## src/uart_bridge_consts.svh

```systemverilog
`ifndef UART_BRIDGE_CONSTS_SVH
`define UART_BRIDGE_CONSTS_SVH

// serial timing, clocks per bit (kept short for simulation)
`define UART_CLKS_PER_BIT 8

// register map of the uart core
`define UART_ADDR_RX   2'd0  // rx holding register, read clears valid
`define UART_ADDR_TX   2'd1  // tx holding register, write starts frame
`define UART_ADDR_STAT 2'd2  // status register

// status bit positions
`define UART_STAT_RXV 0  // rx byte waiting
`define UART_STAT_TXF 3  // tx busy until stop bit ends

// stream word geometry
`define WORD_BYTES 8

`endif

```

## src/uart_reg_pkg.sv

```systemverilog
package uart_reg_pkg;

`include "uart_bridge_consts.svh"

  // register select on the core bus
  typedef enum logic [1:0] {
    REG_RX   = `UART_ADDR_RX,
    REG_TX   = `UART_ADDR_TX,
    REG_STAT = `UART_ADDR_STAT
  } uart_reg_e;

  // register data, one byte wide
  typedef logic [7:0] reg_byte_t;

endpackage

```

## src/uart_stream_pkg.sv

```systemverilog
package uart_stream_pkg;

`include "uart_bridge_consts.svh"

  // controller phases
  typedef enum logic [2:0] {
    WAIT,      // idle, polling status
    ING_STAT,  // waiting for next rx byte
    ING_DATA,  // reading rx byte
    EGR_STAT,  // waiting for tx not full
    EGR_DATA   // writing tx byte
  } bridge_state_e;

  typedef logic [`WORD_BYTES*8-1:0] word_t;  // stream data word

  typedef logic [$clog2(`WORD_BYTES)-1:0] byte_mod_t;  // valid bytes, 0 means all

endpackage

```

## src/uart_lite.sv

```systemverilog
`timescale 1ns/100ps

`include "uart_bridge_consts.svh"

module uart_lite (
  input  logic                    i_clk,
  input  logic                    i_rst,
  input  logic                    i_rx_uart,
  output logic                    o_tx_uart,
  input  logic                    i_bus_val,
  output logic                    o_bus_rdy,
  input  logic                    i_bus_wr,
  input  uart_reg_pkg::uart_reg_e i_bus_addr,
  input  uart_reg_pkg::reg_byte_t i_bus_wdat,
  output logic                    o_bus_rval,
  output uart_reg_pkg::reg_byte_t o_bus_rdat
);
  import uart_reg_pkg::*;

  localparam int CLKS = `UART_CLKS_PER_BIT;
  localparam int CW   = $clog2(CLKS);

  logic          bus_acc;
  reg_byte_t     stat;
  logic [1:0]    rx_s;       // rx synchroniser
  logic          rx_busy;
  logic [CW-1:0] rx_cnt;
  logic [3:0]    rx_bits;    // 0 start, 1..8 data, 9 stop
  logic [7:0]    rx_shift;
  reg_byte_t     rx_hold;
  logic          rx_valid;
  logic [9:0]    tx_shift;   // stop, data, start
  logic [CW-1:0] tx_cnt;
  logic [3:0]    tx_bits;    // bits left in frame
  logic          tx_full;

  assign o_bus_rdy = !o_bus_rval;  // one read in flight
  assign bus_acc   = i_bus_val && o_bus_rdy;
  assign o_tx_uart = tx_shift[0];

  always_comb begin
    stat = '0;
    stat[`UART_STAT_RXV] = rx_valid;
    stat[`UART_STAT_TXF] = tx_full;
  end

  // register bus, read data one cycle after accept
  always_ff @(posedge i_clk) begin
    if (i_rst) begin
      o_bus_rval <= 1'b0;
    end else begin
      o_bus_rval <= bus_acc && !i_bus_wr;
    end
    case (i_bus_addr)
      REG_RX:   o_bus_rdat <= rx_hold;
      REG_STAT: o_bus_rdat <= stat;
      default:  o_bus_rdat <= '0;  // tx reads back zero
    endcase
  end

  // receiver, samples each bit in its middle
  always_ff @(posedge i_clk) begin
    if (i_rst) begin
      rx_s     <= 2'b11;
      rx_busy  <= 1'b0;
      rx_valid <= 1'b0;
    end else begin
      rx_s <= {rx_s[0], i_rx_uart};
      if (bus_acc && !i_bus_wr && i_bus_addr == REG_RX) rx_valid <= 1'b0;  // read clears
      if (!rx_busy) begin
        if (!rx_s[1]) begin  // start edge
          rx_busy <= 1'b1;
          rx_cnt  <= CW'(CLKS / 2 - 1);
          rx_bits <= 4'd0;
        end
      end else if (rx_cnt != '0) begin
        rx_cnt <= rx_cnt - 1'b1;
      end else begin
        rx_cnt  <= CW'(CLKS - 1);
        rx_bits <= rx_bits + 4'd1;
        if (rx_bits == 4'd0) begin
          if (rx_s[1]) rx_busy <= 1'b0;  // glitch, not a start bit
        end else if (rx_bits == 4'd9) begin
          rx_busy <= 1'b0;
          if (rx_s[1]) begin  // good stop bit
            rx_hold  <= rx_shift;
            rx_valid <= 1'b1;
          end
        end else begin
          rx_shift <= {rx_s[1], rx_shift[7:1]};  // lsb first
        end
      end
    end
  end

  // transmitter, full stays set through the stop bit
  always_ff @(posedge i_clk) begin
    if (i_rst) begin
      tx_shift <= '1;  // line idles high
      tx_full  <= 1'b0;
    end else if (bus_acc && i_bus_wr && i_bus_addr == REG_TX && !tx_full) begin
      tx_shift <= {1'b1, i_bus_wdat, 1'b0};
      tx_cnt   <= CW'(CLKS - 1);
      tx_bits  <= 4'd10;
      tx_full  <= 1'b1;
    end else if (tx_full) begin
      if (tx_cnt != '0) begin
        tx_cnt <= tx_cnt - 1'b1;
      end else begin
        tx_cnt   <= CW'(CLKS - 1);
        tx_shift <= {1'b1, tx_shift[9:1]};
        tx_bits  <= tx_bits - 4'd1;
        if (tx_bits == 4'd1) tx_full <= 1'b0;  // stop bit done
      end
    end
  end

  // controller must poll status before every tx write
  a_no_tx_overrun: assert property (@(posedge i_clk) disable iff (i_rst)
    (bus_acc && i_bus_wr && i_bus_addr == REG_TX) |-> !tx_full);

endmodule

```

## src/uart_stream_ctrl.sv

```systemverilog
`timescale 1ns/100ps

`include "uart_bridge_consts.svh"

module uart_stream_ctrl (
  input  logic                    i_clk,
  input  logic                    i_rst,
  output logic                    o_bus_val,
  input  logic                    i_bus_rdy,
  output logic                    o_bus_wr,
  output uart_reg_pkg::uart_reg_e o_bus_addr,
  output uart_reg_pkg::reg_byte_t o_bus_wdat,
  input  logic                    i_bus_rval,
  input  uart_reg_pkg::reg_byte_t i_bus_rdat,
  output logic                    o_byt_val,
  input  logic                    i_byt_rdy,
  output logic [7:0]              o_byt_dat,
  output logic                    o_byt_sop,
  output logic                    o_byt_eop,
  input  logic                    i_egr_byt_val,
  output logic                    o_egr_byt_rdy,
  input  logic [7:0]              i_egr_byt_dat,
  input  logic                    i_egr_byt_eop
);
  import uart_reg_pkg::*;
  import uart_stream_pkg::*;

  bridge_state_e state;
  logic          bus_acc;
  logic          bus_free;   // no request out, no read pending
  logic          poll_en;
  logic          pend;       // read accepted last cycle
  logic          egr_last;   // eop byte being written
  logic          rsp_eop;
  logic [15:0]   byt_cnt;    // ingress byte index
  logic [15:0]   pkt_len;    // length header
  logic [15:0]   hdr_len;

  assign bus_acc  = o_bus_val && i_bus_rdy;
  assign bus_free = !o_bus_val && !pend;
  // no poll during tx write, no rx read while a byte is pending
  assign poll_en  = (state != EGR_DATA) && !(state == ING_DATA && o_byt_val);

  // eop decode for the byte coming back on the bus
  always_comb begin
    hdr_len = {i_bus_rdat, pkt_len[7:0]};
    if (byt_cnt == 16'd0) begin
      rsp_eop = 1'b0;
    end else if (byt_cnt == 16'd1) begin
      rsp_eop = (hdr_len <= 16'd2);  // short header counts as 2
    end else begin
      rsp_eop = ((byt_cnt + 16'd1) >= pkt_len);
    end
  end

  always_ff @(posedge i_clk) begin
    if (i_rst) begin
      state         <= WAIT;
      o_bus_val     <= 1'b0;
      o_bus_wr      <= 1'b0;
      pend          <= 1'b0;
      o_byt_val     <= 1'b0;
      o_egr_byt_rdy <= 1'b0;
      byt_cnt       <= '0;
    end else begin
      pend <= bus_acc && !o_bus_wr;
      if (bus_acc) o_bus_val <= 1'b0;
      if (o_byt_val && i_byt_rdy) o_byt_val <= 1'b0;

      if (bus_free && poll_en) begin  // next read, rx data or status
        o_bus_val  <= 1'b1;
        o_bus_wr   <= 1'b0;
        o_bus_addr <= (state == ING_DATA) ? REG_RX : REG_STAT;
      end

      case (state)
        WAIT: begin
          if (i_bus_rval) begin
            if (i_bus_rdat[`UART_STAT_RXV]) state <= ING_DATA;  // host first
            else if (i_egr_byt_val) state <= EGR_STAT;
          end
        end
        ING_STAT: begin
          if (i_bus_rval && i_bus_rdat[`UART_STAT_RXV]) state <= ING_DATA;
        end
        ING_DATA: begin
          if (i_bus_rval) begin
            o_byt_val <= 1'b1;
            o_byt_dat <= i_bus_rdat;
            o_byt_sop <= (byt_cnt == 16'd0);
            o_byt_eop <= rsp_eop;
            if (byt_cnt == 16'd0) pkt_len[7:0] <= i_bus_rdat;   // length lo
            if (byt_cnt == 16'd1) pkt_len[15:8] <= i_bus_rdat;  // length hi
            if (rsp_eop) begin
              byt_cnt <= '0;
              state   <= WAIT;
            end else begin
              byt_cnt <= byt_cnt + 16'd1;
              state   <= ING_STAT;
            end
          end
        end
        EGR_STAT: begin
          if (i_bus_rval && !i_bus_rdat[`UART_STAT_TXF]) begin
            o_egr_byt_rdy <= 1'b1;  // room for one byte
            state         <= EGR_DATA;
          end
        end
        EGR_DATA: begin
          if (i_egr_byt_val && o_egr_byt_rdy) begin
            o_egr_byt_rdy <= 1'b0;
            o_bus_val     <= 1'b1;
            o_bus_wr      <= 1'b1;
            o_bus_addr    <= REG_TX;
            o_bus_wdat    <= i_egr_byt_dat;
            egr_last      <= i_egr_byt_eop;
          end
          if (bus_acc && o_bus_wr) state <= egr_last ? WAIT : EGR_STAT;
        end
        default: state <= WAIT;
      endcase
    end
  end

  // held byte must survive packer back-pressure
  a_byt_hold: assert property (@(posedge i_clk) disable iff (i_rst)
    (o_byt_val && !i_byt_rdy) |=> (o_byt_val && $stable(o_byt_dat)));

endmodule

```

## src/byte_packer.sv

```systemverilog
`timescale 1ns/100ps

`include "uart_bridge_consts.svh"

module byte_packer (
  input  logic                    i_clk,
  input  logic                    i_rst,
  input  logic                    i_byt_val,
  output logic                    o_byt_rdy,
  input  logic [7:0]              i_byt_dat,
  input  logic                    i_byt_sop,
  input  logic                    i_byt_eop,
  output logic                    o_ing_val,
  input  logic                    i_ing_rdy,
  output uart_stream_pkg::word_t     o_ing_dat,
  output logic                    o_ing_sop,
  output logic                    o_ing_eop,
  output uart_stream_pkg::byte_mod_t o_ing_mod
);
  import uart_stream_pkg::*;

  word_t     acc;        // partial word, unused lanes zero
  word_t     nxt;
  byte_mod_t lane;       // next free lane
  logic      acc_sop;
  logic      nxt_sop;
  logic      byt_acc;
  logic      word_done;

  assign o_byt_rdy = !o_ing_val;  // stall while a word is held
  assign byt_acc   = i_byt_val && o_byt_rdy;
  assign word_done = i_byt_eop || (lane == byte_mod_t'(`WORD_BYTES - 1));

  always_comb begin
    nxt = acc;
    nxt[lane*8 +: 8] = i_byt_dat;
    nxt_sop = (lane == '0) ? i_byt_sop : acc_sop;  // sop from lane 0 byte
  end

  always_ff @(posedge i_clk) begin
    if (i_rst) begin
      o_ing_val <= 1'b0;
      lane      <= '0;
      acc       <= '0;
    end else begin
      if (o_ing_val && i_ing_rdy) o_ing_val <= 1'b0;
      if (byt_acc) begin
        if (word_done) begin
          o_ing_val <= 1'b1;
          o_ing_dat <= nxt;
          o_ing_sop <= nxt_sop;
          o_ing_eop <= i_byt_eop;
          o_ing_mod <= byte_mod_t'(lane + 1'b1);  // wraps to 0 on full word
          lane      <= '0;
          acc       <= '0;
        end else begin
          acc     <= nxt;
          acc_sop <= nxt_sop;
          lane    <= lane + 1'b1;
        end
      end
    end
  end

  // a new packet must start on a word boundary
  a_sop_lane0: assert property (@(posedge i_clk) disable iff (i_rst)
    (byt_acc && i_byt_sop) |-> (lane == '0));

endmodule

```

## src/byte_unpacker.sv

```systemverilog
`timescale 1ns/100ps

module byte_unpacker (
  input  logic                       i_clk,
  input  logic                       i_rst,
  input  logic                       i_egr_val,
  output logic                       o_egr_rdy,
  input  uart_stream_pkg::word_t     i_egr_dat,
  input  logic                       i_egr_eop,
  input  uart_stream_pkg::byte_mod_t i_egr_mod,
  output logic                       o_byt_val,
  input  logic                       i_byt_rdy,
  output logic [7:0]                 o_byt_dat,
  output logic                       o_byt_eop
);
  import uart_stream_pkg::*;

  word_t     word_q;
  logic      eop_q;
  byte_mod_t mod_q;
  byte_mod_t lane;       // lane being offered
  byte_mod_t last_lane;
  logic      full;

  // short last word stops at mod-1, all others run to lane 7
  assign last_lane = (eop_q && mod_q != '0) ? byte_mod_t'(mod_q - 1'b1) : '1;
  assign o_byt_val = full;
  assign o_byt_dat = word_q[lane*8 +: 8];
  assign o_byt_eop = eop_q && (lane == last_lane);

  always_ff @(posedge i_clk) begin
    if (i_rst) begin
      full      <= 1'b0;
      o_egr_rdy <= 1'b0;
      lane      <= '0;
    end else begin
      if (i_egr_val && o_egr_rdy) begin  // load new word
        word_q    <= i_egr_dat;
        eop_q     <= i_egr_eop;
        mod_q     <= i_egr_mod;
        lane      <= '0;
        full      <= 1'b1;
        o_egr_rdy <= 1'b0;
      end else if (!full) begin
        o_egr_rdy <= 1'b1;  // first cycle out of reset
      end
      if (full && i_byt_rdy) begin
        if (lane == last_lane) begin
          full      <= 1'b0;
          o_egr_rdy <= 1'b1;  // ready again with no bubble
        end else begin
          lane <= lane + 1'b1;
        end
      end
    end
  end

endmodule

```

## src/uart_bridge.sv

```systemverilog
`timescale 1ns/100ps

module uart_bridge (
  input  logic                       i_clk,
  input  logic                       i_rst,
  input  logic                       i_rx_uart,
  output logic                       o_tx_uart,
  output logic                       o_ing_val,
  input  logic                       i_ing_rdy,
  output uart_stream_pkg::word_t     o_ing_dat,
  output logic                       o_ing_sop,
  output logic                       o_ing_eop,
  output uart_stream_pkg::byte_mod_t o_ing_mod,
  input  logic                       i_egr_val,
  output logic                       o_egr_rdy,
  input  uart_stream_pkg::word_t     i_egr_dat,
  input  logic                       i_egr_eop,
  input  uart_stream_pkg::byte_mod_t i_egr_mod
);
  import uart_reg_pkg::*;

  // register bus
  logic       bus_val, bus_rdy, bus_wr, bus_rval;
  uart_reg_e  bus_addr;
  reg_byte_t  bus_wdat, bus_rdat;
  // ingress bytes, controller to packer
  logic       ib_val, ib_rdy, ib_sop, ib_eop;
  logic [7:0] ib_dat;
  // egress bytes, unpacker to controller
  logic       eb_val, eb_rdy, eb_eop;
  logic [7:0] eb_dat;

  uart_lite uart0 (
    .i_clk, .i_rst, .i_rx_uart, .o_tx_uart,
    .i_bus_val(bus_val), .o_bus_rdy(bus_rdy), .i_bus_wr(bus_wr), .i_bus_addr(bus_addr),
    .i_bus_wdat(bus_wdat), .o_bus_rval(bus_rval), .o_bus_rdat(bus_rdat));

  uart_stream_ctrl ctrl0 (
    .i_clk, .i_rst,
    .o_bus_val(bus_val), .i_bus_rdy(bus_rdy), .o_bus_wr(bus_wr), .o_bus_addr(bus_addr),
    .o_bus_wdat(bus_wdat), .i_bus_rval(bus_rval), .i_bus_rdat(bus_rdat),
    .o_byt_val(ib_val), .i_byt_rdy(ib_rdy), .o_byt_dat(ib_dat), .o_byt_sop(ib_sop),
    .o_byt_eop(ib_eop), .i_egr_byt_val(eb_val), .o_egr_byt_rdy(eb_rdy),
    .i_egr_byt_dat(eb_dat), .i_egr_byt_eop(eb_eop));

  byte_packer pack0 (
    .i_clk, .i_rst, .i_byt_val(ib_val), .o_byt_rdy(ib_rdy), .i_byt_dat(ib_dat),
    .i_byt_sop(ib_sop), .i_byt_eop(ib_eop), .o_ing_val, .i_ing_rdy, .o_ing_dat,
    .o_ing_sop, .o_ing_eop, .o_ing_mod);

  byte_unpacker unpack0 (
    .i_clk, .i_rst, .i_egr_val, .o_egr_rdy, .i_egr_dat, .i_egr_eop, .i_egr_mod,
    .o_byt_val(eb_val), .i_byt_rdy(eb_rdy), .o_byt_dat(eb_dat), .o_byt_eop(eb_eop));

endmodule

```

## config.mk

```make
export PLATFORM = sky130hd
export DESIGN_NAME = uart_bridge
export DESIGN_NICKNAME = d
export VERILOG_FILES = /design/src/uart_reg_pkg.sv /design/src/uart_stream_pkg.sv /design/src/uart_lite.sv /design/src/uart_stream_ctrl.sv /design/src/byte_packer.sv /design/src/byte_unpacker.sv /design/src/uart_bridge.sv
export VERILOG_INCLUDE_DIRS = /design/src
export SDC_FILE = /design/constraint.sdc
export NUM_CORES = 1
export LEC_CHECK = 0
export BUFFER_PORTS_ARGS = -buffer_cell sky130_fd_sc_hd__buf_4
export CAP_MARGIN = 20
export CELL_PAD_IN_SITES_DETAIL_PLACEMENT = 0
export CELL_PAD_IN_SITES_GLOBAL_PLACEMENT = 1
export CORE_MARGIN = 2
export CORE_UTILIZATION = 52
export DETAILED_ROUTE_END_ITERATION = 7
export HOLD_SLACK_MARGIN = 0.03
export PLACE_DENSITY_LB_ADDON = 0.1
export SLEW_MARGIN = 10
export SYNTH_ARGS = -nofsm -noshare
export SYNTH_HDL_FRONTEND = slang
export SYNTH_HIERARCHICAL = 1
export SYNTH_SLANG_ARGS = --single-unit
```

## constraint.sdc

```tcl
create_clock -name i_clk -period 11.37 [get_ports i_clk]
set_input_delay 1.7055 -clock i_clk [delete_from_list [all_inputs] [get_ports i_clk]]
set_output_delay 1.7055 -clock i_clk [all_outputs]
set_load 0.02 [all_outputs]
```

-- Yosys cells after proc, flatten, opt, wreduce, memory -nomap -nowiden
Cells that the tools add are included.
- memories: 0
- output and inout bits: 72
- bits in latches: 0
- memory bits (writable): 0
- ROM bits: 0
- word-level logic and storage cells: 212
- flip-flop bits (word level): 324
- input bits: 73
- add/subtract/negate cells: 9
- bitwise gates (word level): 5
- multiply operators: 0
- equal/unequal tests: 22
- reduce and logical (&&, ||, !) cells: 53
- shifts and indexed selects: 3
- muxes and demuxes: 77
- div/mod/pow operators: 0
- magnitude comparators: 2
- operators with widths (operator ; number):
    $bwmux 64 ; 1
    $mux 64 ; 1
    $shift 8x34->64 const A ; 1
    $shiftx 64x7->8 ; 1
    $shiftx 8x34->64 ; 1
    $mux 3 ; 17
    $mux 1 ; 41
    $neg 6->34 ; 1
    $mux 9 ; 3
    $reduce_and 3->1 ; 7
    $mux 4 ; 5
    $logic_and 1x1->1 ; 18
    $add 16x1->16 const B ; 1
    $eq 16x1->1 const B ; 1
    $ge 16x16->1 ; 1
    $le 16x2->1 const B ; 1
    $logic_not 16->1 ; 1
    $mux 16 ; 1
    $pmux 8 s2 ; 1
    $pmux 3 s5 ; 1
    $ne 2x1->1 const B ; 7
    $reduce_and 6->1 ; 2
    $mux 2 ; 5
    $reduce_and 2->1 ; 5
    other kinds (26) ; 47

-- Logic depth before layout (Yosys ltp)
- word-level depth: 10
- gate-level depth with buffers: 16
- gate-level depth less buffers: 14

-- Cells and area by module
Netlist, hierarchy kept.
- by module, submodules not included (module ; cells each ; times used ; area an instance (µm²) ; seq. area each (µm²)):
    byte_packer ; 453 ; 1 ; 5355.1 ; 3463.3
    uart_stream_ctrl ; 307 ; 1 ; 3225.6 ; 1591.5
    byte_unpacker ; 144 ; 1 ; 2977.9 ; 2142.1
    uart_lite ; 183 ; 1 ; 2133.3 ; 1361.3

-- Worst setup path before layout
Ideal clock, no wire load.
- kind: input port to flip-flop
- start point: in i_rst
- end point: reg pack0.o_ing_dat[0], enable pin
- setup slack: 4.223 ns
- cell stages on the path: 1
- arrival time: 6.563 ns
- required time: 10.786 ns
- setup time: 0.584 ns
- path buffers: 0
- cells stage by stage: nor3_1
- word-level cells in the longest chain between the ends: 2
- RTL lines (item ; RTL line ; text):
    start, declared ; uart_bridge.sv:5 ; input logic i_rst,
    $not 1->1 (no line) ; n/a ;
    $reduce_and 3->1 (no line) ; n/a ;
    end signal, assigned ; byte_packer.sv:50 ; o_ing_dat <= nxt;
    end, declared ; byte_packer.sv:15 ; output uart_stream_pkg::word_t o_ing_dat,
Every way passes these cells.
A chain may end at the register's enable or synchronous reset.

-- Final worst setup path
- start point: reg ctrl0.byt_cnt[2]
- end point: reg ctrl0.byt_cnt[5]
- word-level cells in the longest chain between the ends: 5
- elaborated cells on any way between the ends: 7
- those cells by class: add/sub: 1; order compare: 1; eq/ne: 1; mux: 3; reduce/logical: 1
- RTL lines (item ; RTL line ; text):
    start, declared ; uart_stream_ctrl.sv:35 ; logic [15:0] byt_cnt;
    start signal, assigned ; uart_stream_ctrl.sv:98 ; byt_cnt <= byt_cnt + 16'd1;
    $add 16x1->16 ; uart_stream_ctrl.sv:52, uart_stream_ctrl.sv:98 ;
    $ge 16x16->1 ; uart_stream_ctrl.sv:52 ; rsp_eop = ((byt_cnt + 16'd1) >= pkt_len);
    $mux 1 ; uart_stream_ctrl.sv:49 ; end else if (byt_cnt == 16'd1) begin
    $mux 1 ; uart_stream_ctrl.sv:47 ; if (byt_cnt == 16'd0) begin
    $mux 16 * ; uart_stream_ctrl.sv:94 ; if (rsp_eop) begin
Mark *: on every way between the ends. The rest lies on a longest branch, timed or not.

==> results.py <==
metrics = {
    "logic_synthesis": {
        "synth-edff-count": 205,
        "synth_compound_area_share_pct": 11.2,
        "synthSimpleGateAreaFrac_pct": 14.0,
        "synth_seq_cells": 325,
        "synth_ff_type": "edfxtp_1",
        "syn_area_per_cell_sq_um": 12.6,
        "synthMuxAreaShare_pct": 4.25,
        "synth_cells": 1087,
        "synth_nets": 1196,
        "synthXorXnorAreaFrac_pct": 1.34,
        "yosysWarningCount": 6,
        "synth_top_family_by_area": "simple AND/OR/NAND/NOR gates",
        "synthAdderAreaFrac_pct": 3.29,
        "netlist_area_sq_mm": 0.0137,
        "async_flop_share_pct": 0,
        "ys_seq_area_share_pct": 62.5,
        "synth_cell_types": 84,
    },
    "power": {
        "combPwrFrac_pct": 2.2,
        "power_frac_clock_pct": 44.8,
        "p_sw_share_pct": 19.8,
        "ir_drop_mv": 0.128,
        "p_int_mw": 1.91,
        "p_seq_share_pct": 53.0,
        "power_density_mw_per_mm2": 149,
        "power.leakage_nw": 5.97,
        "p_switching_mw": 0.472,
    },
    "detailed_routing": {
        "dr_total_vias": 8695,
        "wirelength_microns": 26400,
        "route.detailed.drc": 0,
        "drtAntennaViolNets": 0,
        "drt-initial-drc-count": 682,
        "routedWlPerCell_microns": 16.7,
        "vias_per_cell": 5.51,
        "dr.pass1.iters": 4,
    },
    "layout": {
        "final_core_util_pct": 61.8,
        "final_cell_mix": "205 x edfxtp_1, 150 x buf_4, 140 x nand2_1",
        "fin_cells": 1577,
        "finalInstanceArea_sq_mm": 0.0161,
        "nets": 1327,
        "drive_gt1_share_pct": 21.3,
        "final_common_cell": "edfxtp_1",
        "antenna_cells": 0,
        "fillers": 2090,
        "areaGrowthSynthToFinish_pct": 17.3,
    },
    "cts": {
        "cts_tree": "done",
        "clockBufferDepth": 3,
        "ctsHoldBuffers": 0,
        "cts_resized": 0,
        "numCtsBuffers": 34,
        "path_clk_slew_ns": 0.06,
        "cts_sinks": 325,
        "cts_setup_buffers": 0,
        "h-tree-depth": 2,
        "worstSkewPairLatency_ns": 0.51,
        "cts-root-buf": "clkbuf_16",
    },
    "floorplanning": {
        "die_w_microns": 166,
        "fp.coreArea_sq_mm": 0.0260,
        "num_rows": 59,
        "die_h_microns": 166,
        "dieArea_sq_mm": 0.0276,
        "pin_count": 145,
        "initial_utilization_pct": 52.7,
    },
    "sta": {
        "slew_headroom_pct": 32.8,
        "max_freq_mhz": 282,
        "tns_ns": 0,
        "worst_slack_ns": 7.83,
        "timing.final.crit_share_pct": 31.1,
        "fin_crit_ns": 3.54,
        "worst_pin_slew_ns": 1.01,
        "clock_skew_ns": 0.0124,
        "rsz0062_at_grt": "false",
        "hold_viol": 0,
        "setup_viol": 0,
        "drv_slew": 0,
    },
    "worst_setup_path": {
        "start_kind": "flop",
        "crit_fanout": 13,
        "end_kind": "flop",
        "setup.worst_path.class": "reg2reg",
        "arrival_ns": 3.90,
        "required_ns": 11.73,
    },
    "global_routing": {
        "grt_pass1_vias": 8428,
        "grt-ovfl-total": 0,
        "grt_max_degree": 69,
        "grt_util_met3_pct": 3.69,
        "use_met1_pct": 26.0,
        "grt_pass1_wl_microns": 43400,
        "antenna_found_initial": 0,
        "met2_usage_pct": 32.1,
        "busiest_layer": "met2",
        "grtUsageTotal_pct": 19.1,
    },
    "worst_hold_path": {
        "min_path_type": "reg2reg",
    },
    "place": {
        "placed_cells": 1516,
        "port_buffers": 144,
        "place_hpwl_microns": 18100,
        "dpl_worst_slack_ns": 7.82,
        "gp_congestion": 0.788,
        "placed_cell_area_sq_mm": 0.0150,
    },
    "job": {
        "max_cap_viol_count": 0,
    },
    "run_status": {
        "status": "finished, final reports clean",
    },
}
==> cell type report <==
cell class	count	area (sq um)	share of cell area, %
flip-flops and latches	325	8560	53.3
multi-input cells	657	4690	29.2
repair buffers	151	1130	7.04
clock buffers	45	942	5.86
well taps	335	419	2.61
inverters	49	184	1.14
clock inverters	15	144	0.896
==> path summary, 6_finish.rpt <==
path                                      start                            end  slack, ns  depth (start not counted)
hold / removal         uart0/rx_s[0]$_SDFF_PP1_       uart0/rx_s[1]$_SDFF_PP1_       0.42                          1
setup reg to reg  ctrl0/byt_cnt[2]$_SDFFE_PP0P_  ctrl0/byt_cnt[5]$_SDFFE_PP0P_       7.83                         13
setup / recovery  ctrl0/byt_cnt[2]$_SDFFE_PP0P_  ctrl0/byt_cnt[5]$_SDFFE_PP0P_       7.83                         13
hold reg to reg        uart0/rx_s[0]$_SDFF_PP1_       uart0/rx_s[1]$_SDFF_PP1_       0.42                          1
==> synth_stat cells (6+ instances only) <==
| cell | instances | area [sq um] |
|---|---|---|
| o2bb2ai_1 | 31 | 272 |
| dfxtp_1 | 120 | 2400 |
| a22o_1 | 14 | 123 |
| nor2_1 | 51 | 191 |
| xnor2_1 | 11 | 96.3 |
| mux2i_1 | 6 | 60.1 |
| nor4_2 | 11 | 138 |
| clkbuf_1 | 24 | 90.1 |
| xor2_1 | 10 | 87.6 |
| a32o_1 | 19 | 190 |
| a32oi_1 | 6 | 52.6 |
| nand3_1 | 31 | 155 |
| buf_4 | 6 | 45.0 |
| nand4_1 | 6 | 37.5 |
| mux2_2 | 10 | 113 |
| o21ai_0 | 77 | 385 |
| nor4_1 | 12 | 75.1 |
| buf_2 | 14 | 70.1 |
| a21o_1 | 10 | 75.1 |
| ha_1 | 36 | 450 |
| nand2b_1 | 17 | 106 |
| edfxtp_1 | 205 | 6160 |
| nor3_1 | 12 | 60.1 |
| inv_1 | 48 | 180 |
| and2_1 | 11 | 68.8 |
| nor2b_1 | 6 | 37.5 |
| and3_1 | 9 | 56.3 |
| mux4_1 | 13 | 342 |
| a21oi_1 | 25 | 125 |
| nand2_1 | 140 | 526 |
| buf_1 | 7 | 26.3 |
==> power groups by stage <==
stage                     clock (mW)  sequential (mW)  combinational, mW
after global placement             0             1.29             0.0525
after CTS                       1.10             1.26             0.0536
final                           1.07             1.26             0.0532
after global routing            1.14             1.26             0.0589
after floorplan                    0             1.29             0.0261
after detailed placement           0             1.29             0.0535
==> registers in the layout (all words and copies together), names as in the netlist, 9 cells and up <==
register,flops
pack0/acc,64
uart0/tx_shift,9
ctrl0/byt_cnt,16
ctrl0/pkt_len,16
unpack0/word_q,64
pack0/o_ing_dat,64
==> kinds of logic (layout without fill, tap and decap cells) <==
family	count (synthesis)	count (layout)
fa+ha+maj	36	36
buf+inv	105	260
mux	32	32
simple gates	351	351
xor+xnor	21	21
compound gates	217	217
flops	325	325
==> worst max-delay path, stage by stage, from the launching register on <==
cell and delay [ns]:
dfxtp_1 0.49, nand3_2 0.20, nor3_4 0.35, and3_2 0.30, nand3_1 0.12, xnor2_1 0.16
ha_1 0.30, nand4_1 0.12, or3_1 0.44, a2111oi_2 0.26, nor4_2 0.12, nor3_2 0.18
buf_4 0.27, nor4_1 0.08
==> per-stage QoR <==
| stage | hold WS, ns | total power [mW] |
|---|---|---|
| 2_1_floorplan | 0.389 | 1.31 |
| 3_3_place_gp | 0.392 | 1.34 |
| 3_5_place_dp | 0.406 | 1.34 |
| 4_1_cts | 0.420 | 2.42 |
| 5_1_grt | 0.432 | 2.47 |
| 6_report | 0.417 | 2.39 |
==> metal layers <==
metal	vias up	routed length, microns
met4	0	430
met5	-	0
li1	4311	-
met1	4168	12000
met3	32	1280
met2	184	12700
No activity file was read; power rests on OpenSTA's default activity.
